File: config.mk
export PLATFORM = sky130hd
export DESIGN_NAME = access_ctrl
export DESIGN_NICKNAME = d
export VERILOG_FILES = /design/src/sram_pkg.sv /design/src/scan_pkg.sv /design/src/access_ctrl.sv
export VERILOG_INCLUDE_DIRS = /design/src
export SDC_FILE = /design/constraint.sdc
export NUM_CORES = 1
export LEC_CHECK = 0
export BUFFER_PORTS_ARGS = -buffer_cell sky130_fd_sc_hd__buf_2
export CAP_MARGIN = 10
export CORE_AREA = 5 5 138 140
export DETAILED_ROUTE_END_ITERATION = 10
export DIE_AREA = 0 0 143 145
export SETUP_SLACK_MARGIN = 0.02
export SLEW_MARGIN = 20
export SYNTH_ARGS = -nofsm -noshare
export SYNTH_HDL_FRONTEND = slang
export SYNTH_SLANG_ARGS = --single-unit
File: constraint.sdc
create_clock -name clk -period 3.1 [get_ports clk]
set_input_delay 0.62 -clock clk [delete_from_list [all_inputs] [get_ports clk]]
set_output_delay 0.62 -clock clk [all_outputs]
set_load 0.01 [all_outputs]
File: src/testchip_params.svh
`ifndef TESTCHIP_PARAMS_SVH
`define TESTCHIP_PARAMS_SVH

// request and memory widths
`define TC_ADDR_W      8
`define TC_WORD_W      32
// one mask bit per byte lane
`define TC_MASK_W      4

// sram depths, chip 0 and chip 1
`define TC_DEPTH0      256
`define TC_DEPTH1      64
`define TC_NCHIPS      2

// chain length and field positions, msb first
`define TC_CHAIN_W     120
`define TC_SEL_BIT     119
`define TC_CSB0_BIT    118
`define TC_WEB0_BIT    117
`define TC_WMASK0_LSB  113
`define TC_ADDR0_LSB   105
`define TC_DIN0_LSB    73
`define TC_CSB1_BIT    72
`define TC_ADDR1_LSB   64
`define TC_DOUT0_LSB   32
`define TC_DOUT1_LSB   0

`endif

File: src/sram_pkg.sv
`default_nettype none

`include "testchip_params.svh"

package sram_pkg;

   // one data word of either macro
   typedef logic [`TC_WORD_W-1:0] word_t;

   // request address, wide enough for the deepest macro
   typedef logic [`TC_ADDR_W-1:0] addr_t;

   // byte enables for port 0 writes
   typedef logic [`TC_MASK_W-1:0] wmask_t;

endpackage

`default_nettype wire

File: src/scan_pkg.sv
`default_nettype none

`include "testchip_params.svh"

package scan_pkg;

   // full serial chain, request plus captured read data
   typedef logic [`TC_CHAIN_W-1:0] chain_t;

   // index of the target sram
   typedef logic [$clog2(`TC_NCHIPS)-1:0] chip_sel_t;

   // load sequencer
   // access drives the macro, wait lets dout settle into hold regs,
   // capture copies hold regs back into the chain
   typedef enum logic [1:0] {
      ST_IDLE    = 2'd0,
      ST_ACCESS  = 2'd1,
      ST_WAIT    = 2'd2,
      ST_CAPTURE = 2'd3
   } ctrl_state_t;

endpackage

`default_nettype wire

File: src/access_ctrl.sv
`default_nettype none
`timescale 1ns/1ns

`include "testchip_params.svh"

module access_ctrl (
   input  wire                   clk,
   input  wire                   rstn,
   input  wire                   load_i,
   input  wire                   global_csb_i,
   input  wire scan_pkg::chip_sel_t sel_i,
   input  wire                   csb0_i,
   input  wire                   web0_i,
   input  wire sram_pkg::wmask_t wmask0_i,
   input  wire sram_pkg::addr_t  addr0_i,
   input  wire sram_pkg::word_t  din0_i,
   input  wire                   csb1_i,
   input  wire sram_pkg::addr_t  addr1_i,
   input  wire sram_pkg::word_t  dout0_i [`TC_NCHIPS],
   input  wire sram_pkg::word_t  dout1_i [`TC_NCHIPS],
   output logic                  busy_o,
   output logic                  cap_en_o,
   output sram_pkg::word_t       hold0_o,
   output sram_pkg::word_t       hold1_o,
   output logic [`TC_NCHIPS-1:0] csb0_o,
   output logic [`TC_NCHIPS-1:0] csb1_o,
   output logic [`TC_NCHIPS-1:0] web0_o,
   output sram_pkg::wmask_t      wmask0_o [`TC_NCHIPS],
   output sram_pkg::addr_t       addr0_o [`TC_NCHIPS],
   output sram_pkg::addr_t       addr1_o [`TC_NCHIPS],
   output sram_pkg::word_t       din0_o [`TC_NCHIPS]
);
   import sram_pkg::*;
   import scan_pkg::*;

   ctrl_state_t           state_q;
   chip_sel_t             sel_q;
   wmask_t                wmask0_q;
   addr_t                 addr0_q;
   addr_t                 addr1_q;
   word_t                 din0_q;
   logic                  start;
   logic [`TC_NCHIPS-1:0] chip_en;

   // E0, load seen while idle
   assign start = (state_q == ST_IDLE) && load_i;

   // also busy at E0 so a shift can't disturb the request
   assign busy_o   = start || (state_q != ST_IDLE);
   assign cap_en_o = (state_q == ST_CAPTURE);

   // chip decode under the global gate
   always_comb begin
      for (int i = 0; i < `TC_NCHIPS; i++) begin
         chip_en[i] = (sel_i == chip_sel_t'(i)) && !global_csb_i;
      end
   end

   // fixed walk, E0 -> access -> wait -> capture -> idle
   always_ff @(posedge clk) begin
      if (!rstn) begin
         state_q <= ST_IDLE;
      end else begin
         unique case (state_q)
            ST_IDLE:    if (load_i) state_q <= ST_ACCESS;
            ST_ACCESS:  state_q <= ST_WAIT;
            ST_WAIT:    state_q <= ST_CAPTURE;
            ST_CAPTURE: state_q <= ST_IDLE;
            default:    state_q <= ST_IDLE;
         endcase
      end
   end

   // request payload, taken at E0
   always_ff @(posedge clk) begin
      if (start) begin
         sel_q    <= sel_i;
         wmask0_q <= wmask0_i;
         addr0_q  <= addr0_i;
         addr1_q  <= addr1_i;
         din0_q   <= din0_i;
      end
   end

   // enables low for one cycle only, chosen chip only
   always_ff @(posedge clk) begin
      if (!rstn) begin
         csb0_o <= '1;
         csb1_o <= '1;
         web0_o <= '1;
      end else if (start) begin
         csb0_o <= ~(chip_en & {`TC_NCHIPS{!csb0_i}});
         csb1_o <= ~(chip_en & {`TC_NCHIPS{!csb1_i}});
         web0_o <= ~(chip_en & {`TC_NCHIPS{!web0_i}});
      end else begin
         csb0_o <= '1;
         csb1_o <= '1;
         web0_o <= '1;
      end
   end

   // E2, sram dout registered at E1 is stable now
   always_ff @(posedge clk) begin
      if (!rstn) begin
         hold0_o <= '0;
         hold1_o <= '0;
      end else if (state_q == ST_WAIT) begin
         hold0_o <= dout0_i[sel_q];
         hold1_o <= dout1_i[sel_q];
      end
   end

   // shared address and data fan out to every macro
   always_comb begin
      for (int i = 0; i < `TC_NCHIPS; i++) begin
         wmask0_o[i] = wmask0_q;
         addr0_o[i]  = addr0_q;
         addr1_o[i]  = addr1_q;
         din0_o[i]   = din0_q;
      end
   end

endmodule

`default_nettype wire

==> key figures <==
Status
  • Status: completed

Power
  • Clock power share: around 29%
  • Design Power: 6590 uW
  • Flop pwr share: approximately 39%
  • Lkg Pwr: around 0.0035 uW
  • Max VDD drop: about 0.00042 V
  • Sw frac: between 30% and 40%
  • Gate power share: 32.5%
  • P per Cell Area: between 900 and 1000 mW/mm^2
  • P_int: between 4000 and 5000 uW
  • Switch Pwr: 2300 uW

Critical path
  • CP Class: reg -> out
  • Worst EP arrival: approximately 1.4 ns
  • Req. time, crit path: 2.48 ns
  • Element type at the critical path end: output port
  • Critical Path Fanout Max: 4
  • CP startpoint kind: flop
  • Worst R2R Start: state_q[0]
  • Critical Path Source: state_q[1]

Global routing
  • First-pass GRT wire length: ~23,000 um
  • Vias in the first global route: roughly 4,000
  • Initial antenna violation count: 0
  • GRT Total Usage: between 10% and 20%
  • Remaining global-route overflow: 0
  • Pin count of the biggest net entering global routing: 67

Routing
  • Via count: roughly 4,100
  • Drt drc: 0
  • Pre-antenna DRT Iters: 4
  • Vias per cell: approximately 4.2
  • Drt first-iter violations: ~170
  • Detailed-route wire length: 15,200 um
  • WL/cell: between 15 and 20 um
  • Antenna-violating nets left: 0

Timing
  • F_max: a little under 500 MHz
  • Post-route clock period utilization: ~65%
  • Clock skew: between 0.006 and 0.007 ns
  • Final setup TNS: 0 ns
  • Setup violators final: 0
  • Final Max Slew Viols: 0
  • Hold Fails Final Rpt: 0
  • Fin worst setup slack: 1.08 ns
  • Worst Tran Pin Value: roughly 0.64 ns
  • Slew Limit Headroom: around 57%
  • Final min period: around 2.0 ns
  • Unrepaired setup endpoints after global routing: false

Clock tree
  • CTS clock-pin slew for the worst setup and hold paths: ~0.06 ns
  • CTS tree: yes
  • Clk_lat worst skew: around 0.40 ns
  • CTS Buf Count: 17
  • # H-tree levels: 4
  • Cts hold-fix bufs: 0
  • Clk buf depth: 2
  • Clock tree root buffer cell: clkbuf_16
  • Postcts setup bufs: 0
  • Num Clock Sinks: around 130
  • Post-cts sizing count: 0

Job
  • # Max-Cap Violations: 0

Yosys
  • Mapped Cells: 417
  • Synth Warn #: 0
  • Netlist cell types: 19
  • Mapped Nets: 608
  • Syn_area_per_cell: 12.0 sq um
  • Sequential area share after synthesis: approximately three fifths
  • FF+latch count, synth: between 100 and 150
  • Mapped Area: around 0.005 sq mm

Finish
  • N_diodes: 0
  • Fill cell count: ~1,800
  • Share of layout cells above drive strength 1: a little over half
  • Final #Nets: 917
  • Layout area overhead: 43.8%

Place
  • Dpl ws: about 1.1 ns
  • Gpl congestion: ~0.75
  • Hpwl dp: 11,900 um
  • IO buf count: around 360

Floorplanning
  • Initial Util: 28.3%
  • Die ar.: approximately 0.021 sq mm
  • Core Area: approximately 0.018 sq mm
  • I/O pins: about 360
  • Die X: 143 um
  • Die height: 145 um
  • Row count: a little under 50

Min path
  • Hold Crit Start: din0_i[5]
  • HP Class: in -> reg
-- routing by layer --
metal	track usage, %	wire length [um]
met1	15.3	5710
met2	25.2	7890
met3	4.64	1400
met4	4.42	221
met5	0	0
-- worst max-delay path, stage by stage (launching register included) --
cell and delay, ns:
dfxtp_1 0.41, inv_1 0.06, ha_1 0.21, nand2b_1 0.15, buf_2 0.17
-- path summary, 6_finish.rpt --
path	endpoint	slack (ns)	depth (start not counted)
hold reg to reg	hold0_o[20]	0.51	2
setup / recovery	busy_o	1.08	4
setup reg to reg	csb0_o[0]	1.17	5
hold / removal	din0_q[5]	0.39	1
-- registers in the layout (all words and copies together), names as in the netlist --
signal / count
csb0_o: 2
hold1_o: 32
wmask0_q: 4
addr1_q: 8
hold0_o: 32
sel_q: 1
web0_o: 2
state_q: 2
din0_q: 32
addr0_q: 8
csb1_o: 2
-- power by group through the flow --
stage / Clock, uW / Sequential, uW / Combinational [uW]
3_5_place_dp: 0 / 2570 / 2190
2_1_floorplan: 0 / 2800 / 1140
4_1_cts: 1970 / 2540 / 2190
5_1_grt: 2050 / 2600 / 2350
3_3_place_gp: 0 / 2560 / 2170
6_report: 1910 / 2540 / 2140
-- synth_stat cells --
cell type	count	area share (%)
a21oi_1	65	6.5
and2_2	1	0.15
buf_2	12	1.2
buf_4	53	7.9
buf_6	6	1.3
clkbuf_1	9	0.67
dfxtp_1	72	29
edfxtp_1	53	32
ha_1	3	0.75
inv_1	2	0.15
mux2i_1	65	13
nand2_2	1	0.12
nand2b_1	2	0.25
nor2_1	1	0.075
nor2b_1	1	0.12
o21ai_0	34	3.4
o21ai_1	31	3.1
or3_1	3	0.37
or4_1	3	0.45
-- stage by stage --
step	instance area (sq um)	hold WS, ns	utilization (%)	instances
finish	7210	0.389	40.7	968
detailed placement	6640	0.498	37.5	936
global route	7210	0.359	40.7	968
global placement	6640	0.490	37.5	936
CTS	7210	0.365	40.7	968
floorplan	5020	0.502	-	417
-- area by class of cell --
type	count	area, sq um	area share (%)
tap	229	287	3.97
sequential	125	3030	42.1
multi-input combinational	210	1430	19.8
timing repair buffer	370	1880	26.1
inverter	2	7.51	0.104
clock inverter	15	149	2.06
clock buffer	17	425	5.90
-- placed cells by master (no fill, tap or decap) --
master,instances
buf_2,363
dfxtp_1,72
mux2i_1,65
a21oi_1,65
edfxtp_1,53
o21ai_0,34
o21ai_1,31
clkbuf_16,17
inv_6,6
buf_4,6
or4_1,3
or3_1,3
clkinvlp_4,3
nand2b_1,2
inv_1,2
ha_1,2
clkinv_4,2
inv_8,2
and2_2,1
nand2_2,1
nor2_1,1
nor2b_1,1
ha_4,1
clkinv_1,1
bufinv_16,1
buf_12,1
-- kinds of logic (layout without fill, tap and decap cells) --
logic type                 after synthesis  in the layout  share of synthesized area, %
AOI/OAI and AO/OA                      130            130                          13.0
buffers and inverters                   82            404                          11.3
muxes                                   65             65                          13.0
adders and majority gates                3              3                         0.748
DFF                                    125            125                          60.5
and+or+nand+nor                         12             12                          1.55
No activity file was read; power rests on OpenSTA's default activity.
