**src/testchip_params.svh**
```systemverilog
`ifndef TESTCHIP_PARAMS_SVH
`define TESTCHIP_PARAMS_SVH

// request and memory widths
`define TC_ADDR_W      8
`define TC_WORD_W      32
// one mask bit per byte lane
`define TC_MASK_W      4

// sram depths, chip 0 and chip 1
`define TC_DEPTH0      256
`define TC_DEPTH1      64
`define TC_NCHIPS      2

// chain length and field positions, msb first
`define TC_CHAIN_W     120
`define TC_SEL_BIT     119
`define TC_CSB0_BIT    118
`define TC_WEB0_BIT    117
`define TC_WMASK0_LSB  113
`define TC_ADDR0_LSB   105
`define TC_DIN0_LSB    73
`define TC_CSB1_BIT    72
`define TC_ADDR1_LSB   64
`define TC_DOUT0_LSB   32
`define TC_DOUT1_LSB   0

`endif

```
**src/sram_pkg.sv**
```systemverilog
`default_nettype none

`include "testchip_params.svh"

package sram_pkg;

   // one data word of either macro
   typedef logic [`TC_WORD_W-1:0] word_t;

   // request address, wide enough for the deepest macro
   typedef logic [`TC_ADDR_W-1:0] addr_t;

   // byte enables for port 0 writes
   typedef logic [`TC_MASK_W-1:0] wmask_t;

endpackage

`default_nettype wire

```
**src/scan_pkg.sv**
```systemverilog
`default_nettype none

`include "testchip_params.svh"

package scan_pkg;

   // full serial chain, request plus captured read data
   typedef logic [`TC_CHAIN_W-1:0] chain_t;

   // index of the target sram
   typedef logic [$clog2(`TC_NCHIPS)-1:0] chip_sel_t;

   // load sequencer
   // access drives the macro, wait lets dout settle into hold regs,
   // capture copies hold regs back into the chain
   typedef enum logic [1:0] {
      ST_IDLE    = 2'd0,
      ST_ACCESS  = 2'd1,
      ST_WAIT    = 2'd2,
      ST_CAPTURE = 2'd3
   } ctrl_state_t;

endpackage

`default_nettype wire

```
**src/scan_chain.sv**
```systemverilog
`default_nettype none
`timescale 1ns/1ns

`include "testchip_params.svh"

module scan_chain (
   input  wire                   clk,
   input  wire                   rstn,
   input  wire                   scan_i,
   input  wire                   busy_i,
   input  wire                   gpio_i,
   input  wire                   cap_en_i,
   input  wire sram_pkg::word_t  hold0_i,
   input  wire sram_pkg::word_t  hold1_i,
   output logic                  gpio_o,
   output scan_pkg::chip_sel_t   sel_o,
   output logic                  csb0_o,
   output logic                  web0_o,
   output sram_pkg::wmask_t      wmask0_o,
   output sram_pkg::addr_t       addr0_o,
   output sram_pkg::word_t       din0_o,
   output logic                  csb1_o,
   output sram_pkg::addr_t       addr1_o
);
   import scan_pkg::*;

   chain_t chain_q;

   // capture has priority, shifting frozen while sequencer runs
   always_ff @(posedge clk) begin
      if (!rstn) begin
         chain_q <= '0;
      end else if (cap_en_i) begin
         // only the dout fields change, request bits stay put
         chain_q[`TC_DOUT0_LSB +: `TC_WORD_W] <= hold0_i;
         chain_q[`TC_DOUT1_LSB +: `TC_WORD_W] <= hold1_i;
      end else if (scan_i && !busy_i) begin
         // shift toward msb, new bit enters at 0
         chain_q <= {chain_q[`TC_CHAIN_W-2:0], gpio_i};
      end
   end

   // serial out straight from the msb flop
   assign gpio_o = chain_q[`TC_CHAIN_W-1];

   // request field decode
   assign sel_o    = chain_q[`TC_SEL_BIT];
   assign csb0_o   = chain_q[`TC_CSB0_BIT];
   assign web0_o   = chain_q[`TC_WEB0_BIT];
   assign wmask0_o = chain_q[`TC_WMASK0_LSB +: `TC_MASK_W];
   assign addr0_o  = chain_q[`TC_ADDR0_LSB +: `TC_ADDR_W];
   assign din0_o   = chain_q[`TC_DIN0_LSB +: `TC_WORD_W];
   assign csb1_o   = chain_q[`TC_CSB1_BIT];
   assign addr1_o  = chain_q[`TC_ADDR1_LSB +: `TC_ADDR_W];

endmodule

`default_nettype wire

```
**config.mk**
```make
export PLATFORM = sky130hd
export DESIGN_NAME = scan_chain
export DESIGN_NICKNAME = d
export VERILOG_FILES = /design/src/sram_pkg.sv /design/src/scan_pkg.sv /design/src/scan_chain.sv
export VERILOG_INCLUDE_DIRS = /design/src
export SDC_FILE = /design/constraint.sdc
export NUM_CORES = 1
export LEC_CHECK = 0
export BUFFER_PORTS_ARGS = -buffer_cell sky130_fd_sc_hd__buf_2
export CAP_MARGIN = 25
export CORE_ASPECT_RATIO = 1.2
export CORE_MARGIN = 2
export CORE_UTILIZATION = 60
export CTS_BUF_LIST = sky130_fd_sc_hd__clkbuf_4 sky130_fd_sc_hd__clkbuf_8
export DETAILED_ROUTE_END_ITERATION = 10
export PLACE_DENSITY = 0.87
export REMOVE_ABC_BUFFERS = 1
export SETUP_SLACK_MARGIN = 0.05
export SYNTH_ARGS = -nofsm -noshare
export SYNTH_HDL_FRONTEND = slang
export SYNTH_SLANG_ARGS = --single-unit
```
**constraint.sdc**
```tcl
create_clock -name clk -period 1.8 [get_ports clk]
set_clock_uncertainty 0.15 [all_clocks]
set_input_delay 0.36 -clock clk [delete_from_list [all_inputs] [get_ports clk]]
set_output_delay 0.36 -clock clk [all_outputs]
set_load 0.01 [all_outputs]
```
==> run_results.csv, run 1 <==
group,metric,value,unit
outcome,status,"completed",
worst_setup_path,worstSetupStartpointType,"register",
global_routing,grt_busiest_layer,"met2",
clocking,cts_resized,0,
global_routing,grtUsageTotal,22.3,%
clocking,htree_levels,4,
timing,relSlewSlack,75.9,%
synth,synth_common_cells,"120 x dfxtp_1, 70 x o21ai_0, 64 x a21oi_1, 64 x mux2i_1, 56 x nand2_1",
clocking,insertion_delay,0.41,ns
place,port_buffers,126,
timing,holdWs,0.0669,ns
cells_and_area,antennaDiodeCount,0,
global_routing,grtUsageMet2,37.6,%
cells_and_area,reg_top3,"chain_q x120",
clocking,clk_path_buf_depth,2,
global_routing,use_met3,6.44,%
worst_setup_path,critPathBufInv,1,
worst_setup_path,endpoint_kind,"output port",
route,drc_errors,0,
synth,ys_async_sr_fraction,0,%
die,die_h,108,um
global_routing,grt_pass1_vias,3852,
die,core,8660,sq um
global_routing,antenna_found_initial,0,
worst_setup_path,cp_max_fo,3,
worst_setup_path,cp.required,1.29,ns
clocking,cts-root-buf,"clkbuf_8",
clocking,cts_tree,"built",
worst_setup_path,path_delay_family,"flip-flops",
synth,ys_types,19,
place,hpwl,7.22,mm
global_routing,grt_max_degree,53,
worst_hold_path,hold_class,"in -> reg",
worst_setup_path,crit_slowest_cell,"dfxtp_1",
timing,hold_viol_final,0,
clocking,cts_sinks,120,
worst_setup_path,ff2ff_setup_slack,0.85,ns
timing,min_period_over_period,81.6,%
synth,yosysTopAreaCell,"dfxtp_1",
cells_and_area,drive_above_1_share,29.9,%
job,cap_violations,0,
place,place_ws,0.214,ns
worst_setup_path,cp-startpoint,"chain_q[102]",
place,dp_cells,744,
route,vias,4157,
pwr,p_per_area,1010,nW/um^2
synth,synth-edff-count,0,
pwr,p_leak,2.51,nW
die,row_count,37,
synth,ys_warn_count,0,
cells_and_area,syn2layout_area_growth,12.2,%
cells_and_area,regMostFlops,"chain_q",
timing,clock.fmax,681,MHz
pwr,total_power,0.00610,W
timing,worstMarginPinSlew,0.360,ns
worst_setup_path,crit_type,"reg -> out",
timing,maxSlewViolCount,0,
die,die_area,9780,sq um
global_routing,grt_pass1_wl,17.7,mm
worst_setup_path,worstRegToRegCells,2,
pwr,ir_drop,0.000676,V
synth,yosysSeqAreaShare,44.5,%
synth,ys_seq_elements,120,
route,first_iter_violations,238,
worst_setup_path,r2r-end,"chain_q[48]",
die,die_w,90.6,um
cells_and_area,nNetsFinal,716,
timing,setup-violations-final,0,
synth,synth_flop_cell,"dfxtp_1",
synth,synth_area_per_cell,9.18,sq um
worst_setup_path,critical_path.max_stage_delay,0.39,ns
route,drt_pass1_iterations,5,
worst_setup_path,critPathCapture,"din0_o[29]",
synth,synthesis.area,5400,sq um
die,ios,127,
worst_setup_path,path_cells,"buf_2",
worst_setup_path,r2r_start,"chain_q[47]",
synth,yosysTopAreaCellShare,44.5,%
clocking,clk_pin_slew_worst_paths,0.07,ns
global_routing,met1_usage,27.2,%
worst_setup_path,cp.arrival,0.96,ns
clocking,numCtsBuffers,17,
route,routedWlPerCell,14.0,um
route,drtAntennaViolNets,0,
synth,syn_inst,588,
synth,synth.most_common_cell,"dfxtp_1",
global_routing,grt.overflow.total,0,
cells_and_area,stdcell_count,776,
route,viasPerCell,5.36,
clocking,holdBufCountCts,0,
timing,rsz0062_at_grt,"false",
die,initial_core_util,62.4,%
place,gp_congestion,0.783,
worst_setup_path,worst-path-stages,1,
route,wirelength,10.9,mm
cells_and_area,largest_register_ffs,120,
cells_and_area,utilization,70.0,%
timing,setup_slack,0.332,ns
timing,min_period,1.47,ns
clocking,postCtsSetupRepairBufs,0,
synth,synth.top_cells.by_area,"dfxtp_1 44%, mux2i_1 12%, buf_4 7.5%, o21ai_0 6.5%, a21oi_1 5.9%",
==> per-stage QoR <==
| step | area (sq um) | TNS [ns] |
|---|---|---|
| floorplan | 4560 | -187.74 |
| global placement | 5590 | 0 |
| detailed placement | 5590 | 0 |
| CTS | 6060 | 0 |
| global route | 6060 | 0 |
| finish | 6060 | 0 |
==> report_power, final <==
part	leakage (nW)	switching [W]	internal [W]
Clock	0.229	0.00105	0.00174
Combinational	1.30	0.000275	0.000224
Sequential	0.983	0.0000552	0.00276
==> final cells by class <==
| cell class | instances | area [sq um] |
|---|---|---|
| Sequential cell | 120 | 2400 |
| Inverter | 1 | 3.75 |
| Timing Repair Buffer | 144 | 881 |
| Tap cell | 117 | 146 |
| Clock buffer | 20 | 269 |
| Clock inverter | 12 | 196 |
| Fill cell | 685 | 2600 |
| Multi-Input combinational cell | 362 | 2160 |
==> cell families (layout without fill, tap and decap cells) <==
group                  count (synthesis)  count (layout)  share of synthesized area (%)
AOI/OAI and AO/OA                    184             184                           18.0
buffers and inverters                106             177                           15.6
DFF                                  120             120                           44.5
muxes                                 64              64                           11.9
and+or+nand+nor                      114             114                           9.97
==> worst min-delay path by stage <==
| stage | cells after the start | to | slack (ns) | start |
|---|---|---|---|---|
| after detailed placement | 2 | chain_q[64] | 0.30 | chain_q[63] |
| after global routing | 3 | chain_q[20] | 0.06 | hold1_i[20] |
| after global placement | 2 | chain_q[65] | 0.30 | chain_q[65] |
| after floorplan | 2 | chain_q[64] | 0.29 | chain_q[63] |
| final | 3 | chain_q[18] | 0.07 | hold1_i[18] |
| after CTS | 3 | chain_q[18] | 0.04 | hold1_i[18] |
==> routing by layer <==
| metal | routed length [um] | part of all wire (%) |
|---|---|---|
| met5 | 0 | 0 |
| met1 | 4650 | 43 |
| met4 | 121 | 1.1 |
| met2 | 5320 | 49 |
| met3 | 792 | 7.3 |
==> layout by cell type, fill, tap and decap left out, drive strengths merged <==
cell / n
nand3: 56
buf: 144
clkinvlp: 3
o21ai: 120
dfxtp: 120
clkinv: 3
nor3b: 1
mux2i: 64
a21oi: 64
nand2: 56
bufinv: 5
nor2b: 1
inv: 2
clkbuf: 20
Power figures use the tool's default switching activity.
==> run 2: changes to the inputs <==
- CORE_UTILIZATION: 60 -> 50
- PLACE_DENSITY: 0.87 -> 0.77
- clock period: 1.8 -> 1.2 ns (I/O delays scaled with it)
==> run 2 against run 1 <==
Against the previous run: the run now ends with negative setup slack left; via count rose by 17%; core utilization rose by 2.2 points; flip-flop and latch count did not move; sequential share of layout area fell by 7.1 points; register-to-register slack got worse by 0.70 ns; combinational power rose by 89%; setup slack got worse by 0.44 ns; global-route usage rose by 1.4 points; wire length rose by 32%; critical path type unchanged; largest power group unchanged; highest routed layer unchanged.
==> run_results.csv, run 2 (same netlist as run 1, synthesis figures left out) <==
group,metric,value,unit
clocking,htree_levels,4,
clocking,cts-root-buf,"clkbuf_8",
clocking,numCtsBuffers,17,
die,die_h,118,um
die,die_area,11600,sq um
route,drc_errors,0,
timing,relSlewSlack,80.2,%
place,dpl_cell_area,5640,sq um
route,drt_pass1_iterations,5,
route,first_iter_violations,223,
pwr,p_per_area,1200,nW/um^2
global_routing,grt_pass1_vias,4798,
outcome,violations,"negative setup slack",
worst_setup_path,path_delay_family,"flip-flops",
timing,min_period_over_period,109,%
global_routing,grtUsageTotal,23.7,%
timing,setup_slack,-0.109,ns
die,die_w,98.9,um
timing,clock.fmax,764,MHz
cells_and_area,layout_commonest_cell,"o21ai_0",
timing,maxSlewViolCount,0,
cells_and_area,antennaDiodeCount,0,
clocking,cts_tree,"built",
global_routing,antenna_found_initial,0,
clocking,cts_sinks,120,
pwr,p_leak,3.15,nW
place,port_buffers,126,
timing,worstMarginPinSlew,0.297,ns
outcome,status,"finished, violations left",
cells_and_area,fin_area,7580,sq um
global_routing,grt_max_degree,63,
place,place_ws,-0.236,ns
timing,setup-violations-final,57,
worst_setup_path,endpoint_kind,"output port",
worst_setup_path,cp.required,0.81,ns
job,cap_violations,0,
worst_setup_path,cp_max_fo,2,
die,ios,127,
worst_hold_path,hold_class,"in -> reg",
route,drtAntennaViolNets,0,
cells_and_area,drive_above_1_share,39.6,%
clocking,clk_pin_slew_worst_paths,0.09,ns
cells_and_area,layout_common_cells,"70 x o21ai_0, 68 x buf_2, 67 x dlygate4sd3_1",
timing,min_period,1.31,ns
place,hpwl,7.05,mm
worst_setup_path,crit_slowest_cell,"dfxtp_2",
cells_and_area,reg_top3,"chain_q x120",
cells_and_area,syn2layout_area_growth,40.5,%
global_routing,grt.overflow.total,0,
route,routedWlPerCell,15.8,um
worst_setup_path,worstSetupStartpointType,"register",
cells_and_area,utilization,72.1,%
die,initial_core_util,51.3,%
worst_setup_path,crit_type,"reg -> out",
worst_setup_path,critPathBufInv,1,
die,row_count,41,
place,gp_congestion,0.736,
clocking,insertion_delay,0.43,ns
die,core,10500,sq um
cells_and_area,regMostFlops,"chain_q",
timing,hold_viol_final,0,
worst_setup_path,path_cells,"buf_6",
cells_and_area,nNetsFinal,840,
global_routing,grt_pass1_wl,22.7,mm
route,wirelength,14.4,mm
route,vias,4847,
worst_setup_path,critical_path.max_stage_delay,0.37,ns
pwr,ir_drop,0.000978,V
timing,rsz0062_at_grt,"true",
clocking,clk_path_buf_depth,2,
cells_and_area,largest_register_ffs,120,
worst_setup_path,cp.arrival,0.92,ns
route,viasPerCell,5.31,
timing,holdWs,0.0308,ns
## run 2: final timing paths
kind,slack (ns),from,to,cells after the start
worst max-delay path,-0.11,chain_q[86],din0_o[13],1
worst min-delay path,0.03,rstn,chain_q[108],3
worst max register to register,0.15,chain_q[78],chain_q[78],4
worst min register to register,0.33,chain_q[63],chain_q[64],2
## run 2: layout make-up
| cell class | count | area, sq um |
|---|---|---|
| clock buffer | 17 | 234 |
| clock inverter | 15 | 193 |
| fill | 673 | 2930 |
| inverter | 1 | 5.00 |
| multi-input combinational | 362 | 2160 |
| sequential | 120 | 2470 |
| tap | 129 | 161 |
| timing repair buffer | 268 | 2360 |
## run 2: report_power, final
part           internal, W  switching [W]
clock network      0.00210        0.00180
logic             0.000496       0.000445
registers          0.00414      0.0000830
total              0.00673        0.00233
## run 2: metal layers
layer / global-route usage, % / up-vias / routed length [um]
li1: - / 2374 / -
met1: 27.8 / 2221 / 5770
met2: 40.3 / 212 / 7110
met3: 7.84 / 40 / 1150
met4: 8.22 / 0 / 376
met5: 0 / - / 0
## run 2: repair_timing
action / 4_1_cts / 5_1_grt
hold endpoints to repair: 67 / 0
setup buffers: 48 / 8
gates resized for setup: 111 / 2
hold buffers: 67 / 0
endpoints found under the setup margin: 57 / 57
## run 2: stage by stage
stage	instances	power, W	setup TNS [ns]
2_1_floorplan	483	0.00469	-245.34
3_3_place_gp	757	0.00503	-19.01
3_5_place_dp	757	0.00506	-21.70
4_1_cts	904	0.00909	-5.15
5_1_grt	912	0.00943	-6.33
6_report	912	0.00906	-3.99
==> run 3: changes to the inputs <==
- BUFFER_PORTS_ARGS: -buffer_cell sky130_fd_sc_hd__buf_2 -> -buffer_cell sky130_fd_sc_hd__clkbuf_2
==> run 3 against run 2 <==
Against the previous run: critical path type unchanged; die area unchanged; combinational power is 3.7% higher; wire length increased by 2.1%; sequential power barely moved; the run still ends with negative setup slack left; highest routed layer unchanged; total power fell by 0.81%; sequential share of layout area shrank 0.53 points; global-route usage shrank 0.98 points.
==> run_results.csv, run 3 (same netlist as run 1, synthesis figures left out) <==
group,metric,value,unit
pwr,p_leak,3.24,nW
worst_setup_path,worstSetupStartpointType,"register",
clocking,clk_path_buf_depth,2,
place,gp_congestion,0.735,
clocking,htree_levels,4,
worst_setup_path,path_cells,"buf_8",
die,die_area,11600,sq um
timing,relSlewSlack,79.8,%
cells_and_area,largest_register_ffs,120,
worst_setup_path,ff2ff_setup_slack,0.13,ns
worst_setup_path,endpoint_kind,"output port",
worst_setup_path,crit_slowest_cell,"dfxtp_2",
cells_and_area,n_fill_cell,676,
timing,min_period,1.30,ns
cells_and_area,nNetsFinal,851,
cells_and_area,fin_area,7710,sq um
timing,fin_setup_tns,-3.90,ns
route,viasPerCell,5.19,
outcome,status,"finished, violations left",
route,drt_pass1_iterations,4,
timing,setup-violations-final,57,
clocking,clk_pin_slew_worst_paths,0.09,ns
timing,clock.fmax,767,MHz
die,row_count,41,
worst_setup_path,crit_type,"reg -> out",
clocking,cts-root-buf,"clkbuf_8",
die,core,10500,sq um
timing,setup_slack,-0.104,ns
cells_and_area,layout_common_cells,"75 x buf_4, 70 x o21ai_0, 68 x clkbuf_2",
route,drc_errors,0,
global_routing,grt_pass1_vias,4693,
global_routing,antenna_found_initial,1,
timing,holdWs,0.0267,ns
cells_and_area,regMostFlops,"chain_q",
clocking,cts_sinks,120,
cells_and_area,syn2layout_area_growth,42.8,%
global_routing,grtUsageTotal,22.7,%
die,ios,127,
cells_and_area,reg_top3,"chain_q x120",
worst_setup_path,r2r-end,"chain_q[116]",
cells_and_area,drive_above_1_share,40.7,%
pwr,p_per_area,1170,nW/um^2
worst_setup_path,critPathBufInv,1,
timing,worstMarginPinSlew,0.302,ns
worst_setup_path,worstRegToRegCells,4,
global_routing,grt.overflow.total,0,
place,port_buffers,126,
worst_hold_path,min_to,"chain_q[109]",
die,die_w,98.9,um
pwr,total_power,0.00899,W
clocking,numCtsBuffers,17,
clocking,cts_tree,"built",
worst_hold_path,worstHoldStart,"rstn",
timing,min_period_over_period,109,%
clocking,insertion_delay,0.43,ns
pwr,ir_drop,0.000790,V
global_routing,grt_max_degree,46,
worst_setup_path,worst-path-stages,1,
cells_and_area,layout_commonest_cell,"buf_4",
timing,hold_viol_final,0,
place,hpwl,7.29,mm
worst_setup_path,critical_path.max_stage_delay,0.37,ns
worst_setup_path,cp.arrival,0.91,ns
route,vias,4796,
route,first_iter_violations,294,
worst_setup_path,r2r_start,"chain_q[116]",
die,initial_core_util,51.3,%
place,dpl_cell_area,5760,sq um
outcome,violations,"negative setup slack",
job,cap_violations,0,
worst_setup_path,path_delay_family,"flip-flops",
global_routing,use_met3,8.25,%
die,die_h,118,um
global_routing,grtUsageMet2,38.1,%
global_routing,grt_pass1_wl,21.7,mm
timing,maxSlewViolCount,0,
worst_hold_path,holdPathStages,3,
route,routedWlPerCell,15.9,um
worst_setup_path,cp.required,0.81,ns
route,drtAntennaViolNets,0,
global_routing,met1_usage,26.6,%
global_routing,grt_busiest_layer,"met2",
worst_setup_path,cp_max_fo,2,
timing,rsz0062_at_grt,"true",
worst_hold_path,hold_class,"in -> reg",
route,wirelength,14.7,mm
[run 3: cell types whose count changed in the layout (fill, tap and decap cells not counted), sizes merged]
cell | before | now
diode | 0 | 1
inv | 4 | 0
dlygate4sd3 | 67 | 65
buf | 201 | 146
clkinvlp | 2 | 4
clkbuf | 17 | 87
[run 3: through the flow]
step | setup slack (ns) | util [%] | instances
after detailed placement | -0.245 | 54.8 | 768
after floorplan | -2.12 | - | 483
after global routing | -0.144 | 73.3 | 924
final | -0.104 | 73.3 | 924
after global placement | -0.189 | 54.8 | 768
after CTS | -0.117 | 69.1 | 907
[run 3: repair_timing]
| item | in CTS | in global routing |
|---|---|---|
| endpoints found under the setup margin | 57 | 57 |
| gates resized for setup | 63 | 109 |
| setup buffers | 42 | 16 |
| hold buffers | 65 | 0 |
| hold endpoints to repair | 64 | 0 |
[run 3: how the worst max path moves through the flow]
stage,from,slack [ns],endpoint
detailed placement,cap_en_i,-0.24,chain_q[89]
floorplan,scan_i,-2.12,chain_q[0]
CTS,chain_q[101],-0.12,din0_o[28]
finish,chain_q[91],-0.10,din0_o[18]
global placement,busy_i,-0.19,chain_q[11]
global route,chain_q[91],-0.14,din0_o[18]
[run 3: power by group]
part | leakage, nW | switching [W] | internal (W)
registers | 1.01 | 0.0000842 | 0.00414
logic | 2.02 | 0.000455 | 0.000521
clock network | 0.201 | 0.00168 | 0.00211
total | 3.24 | 0.00221 | 0.00678
[run 3: per-layer routing]
metal	up-vias	share of wire [%]
met5	-	0
met4	0	1.9
met3	25	7.1
met2	160	51
met1	2226	40
li1	2385	-
[run 3: cell type report]
type                            count  area (sq um)  share of cell area [%]
Antenna cell                        1          2.50                  0.0325
Clock buffer                       19           255                    3.31
Clock inverter                     13           154                    2.00
Inverter                            1          5.00                  0.0649
Multi-Input combinational cell    362          2160                    28.0
Sequential cell                   120          2470                    32.1
Tap cell                          129           161                    2.09
Timing Repair Buffer              279          2500                    32.5
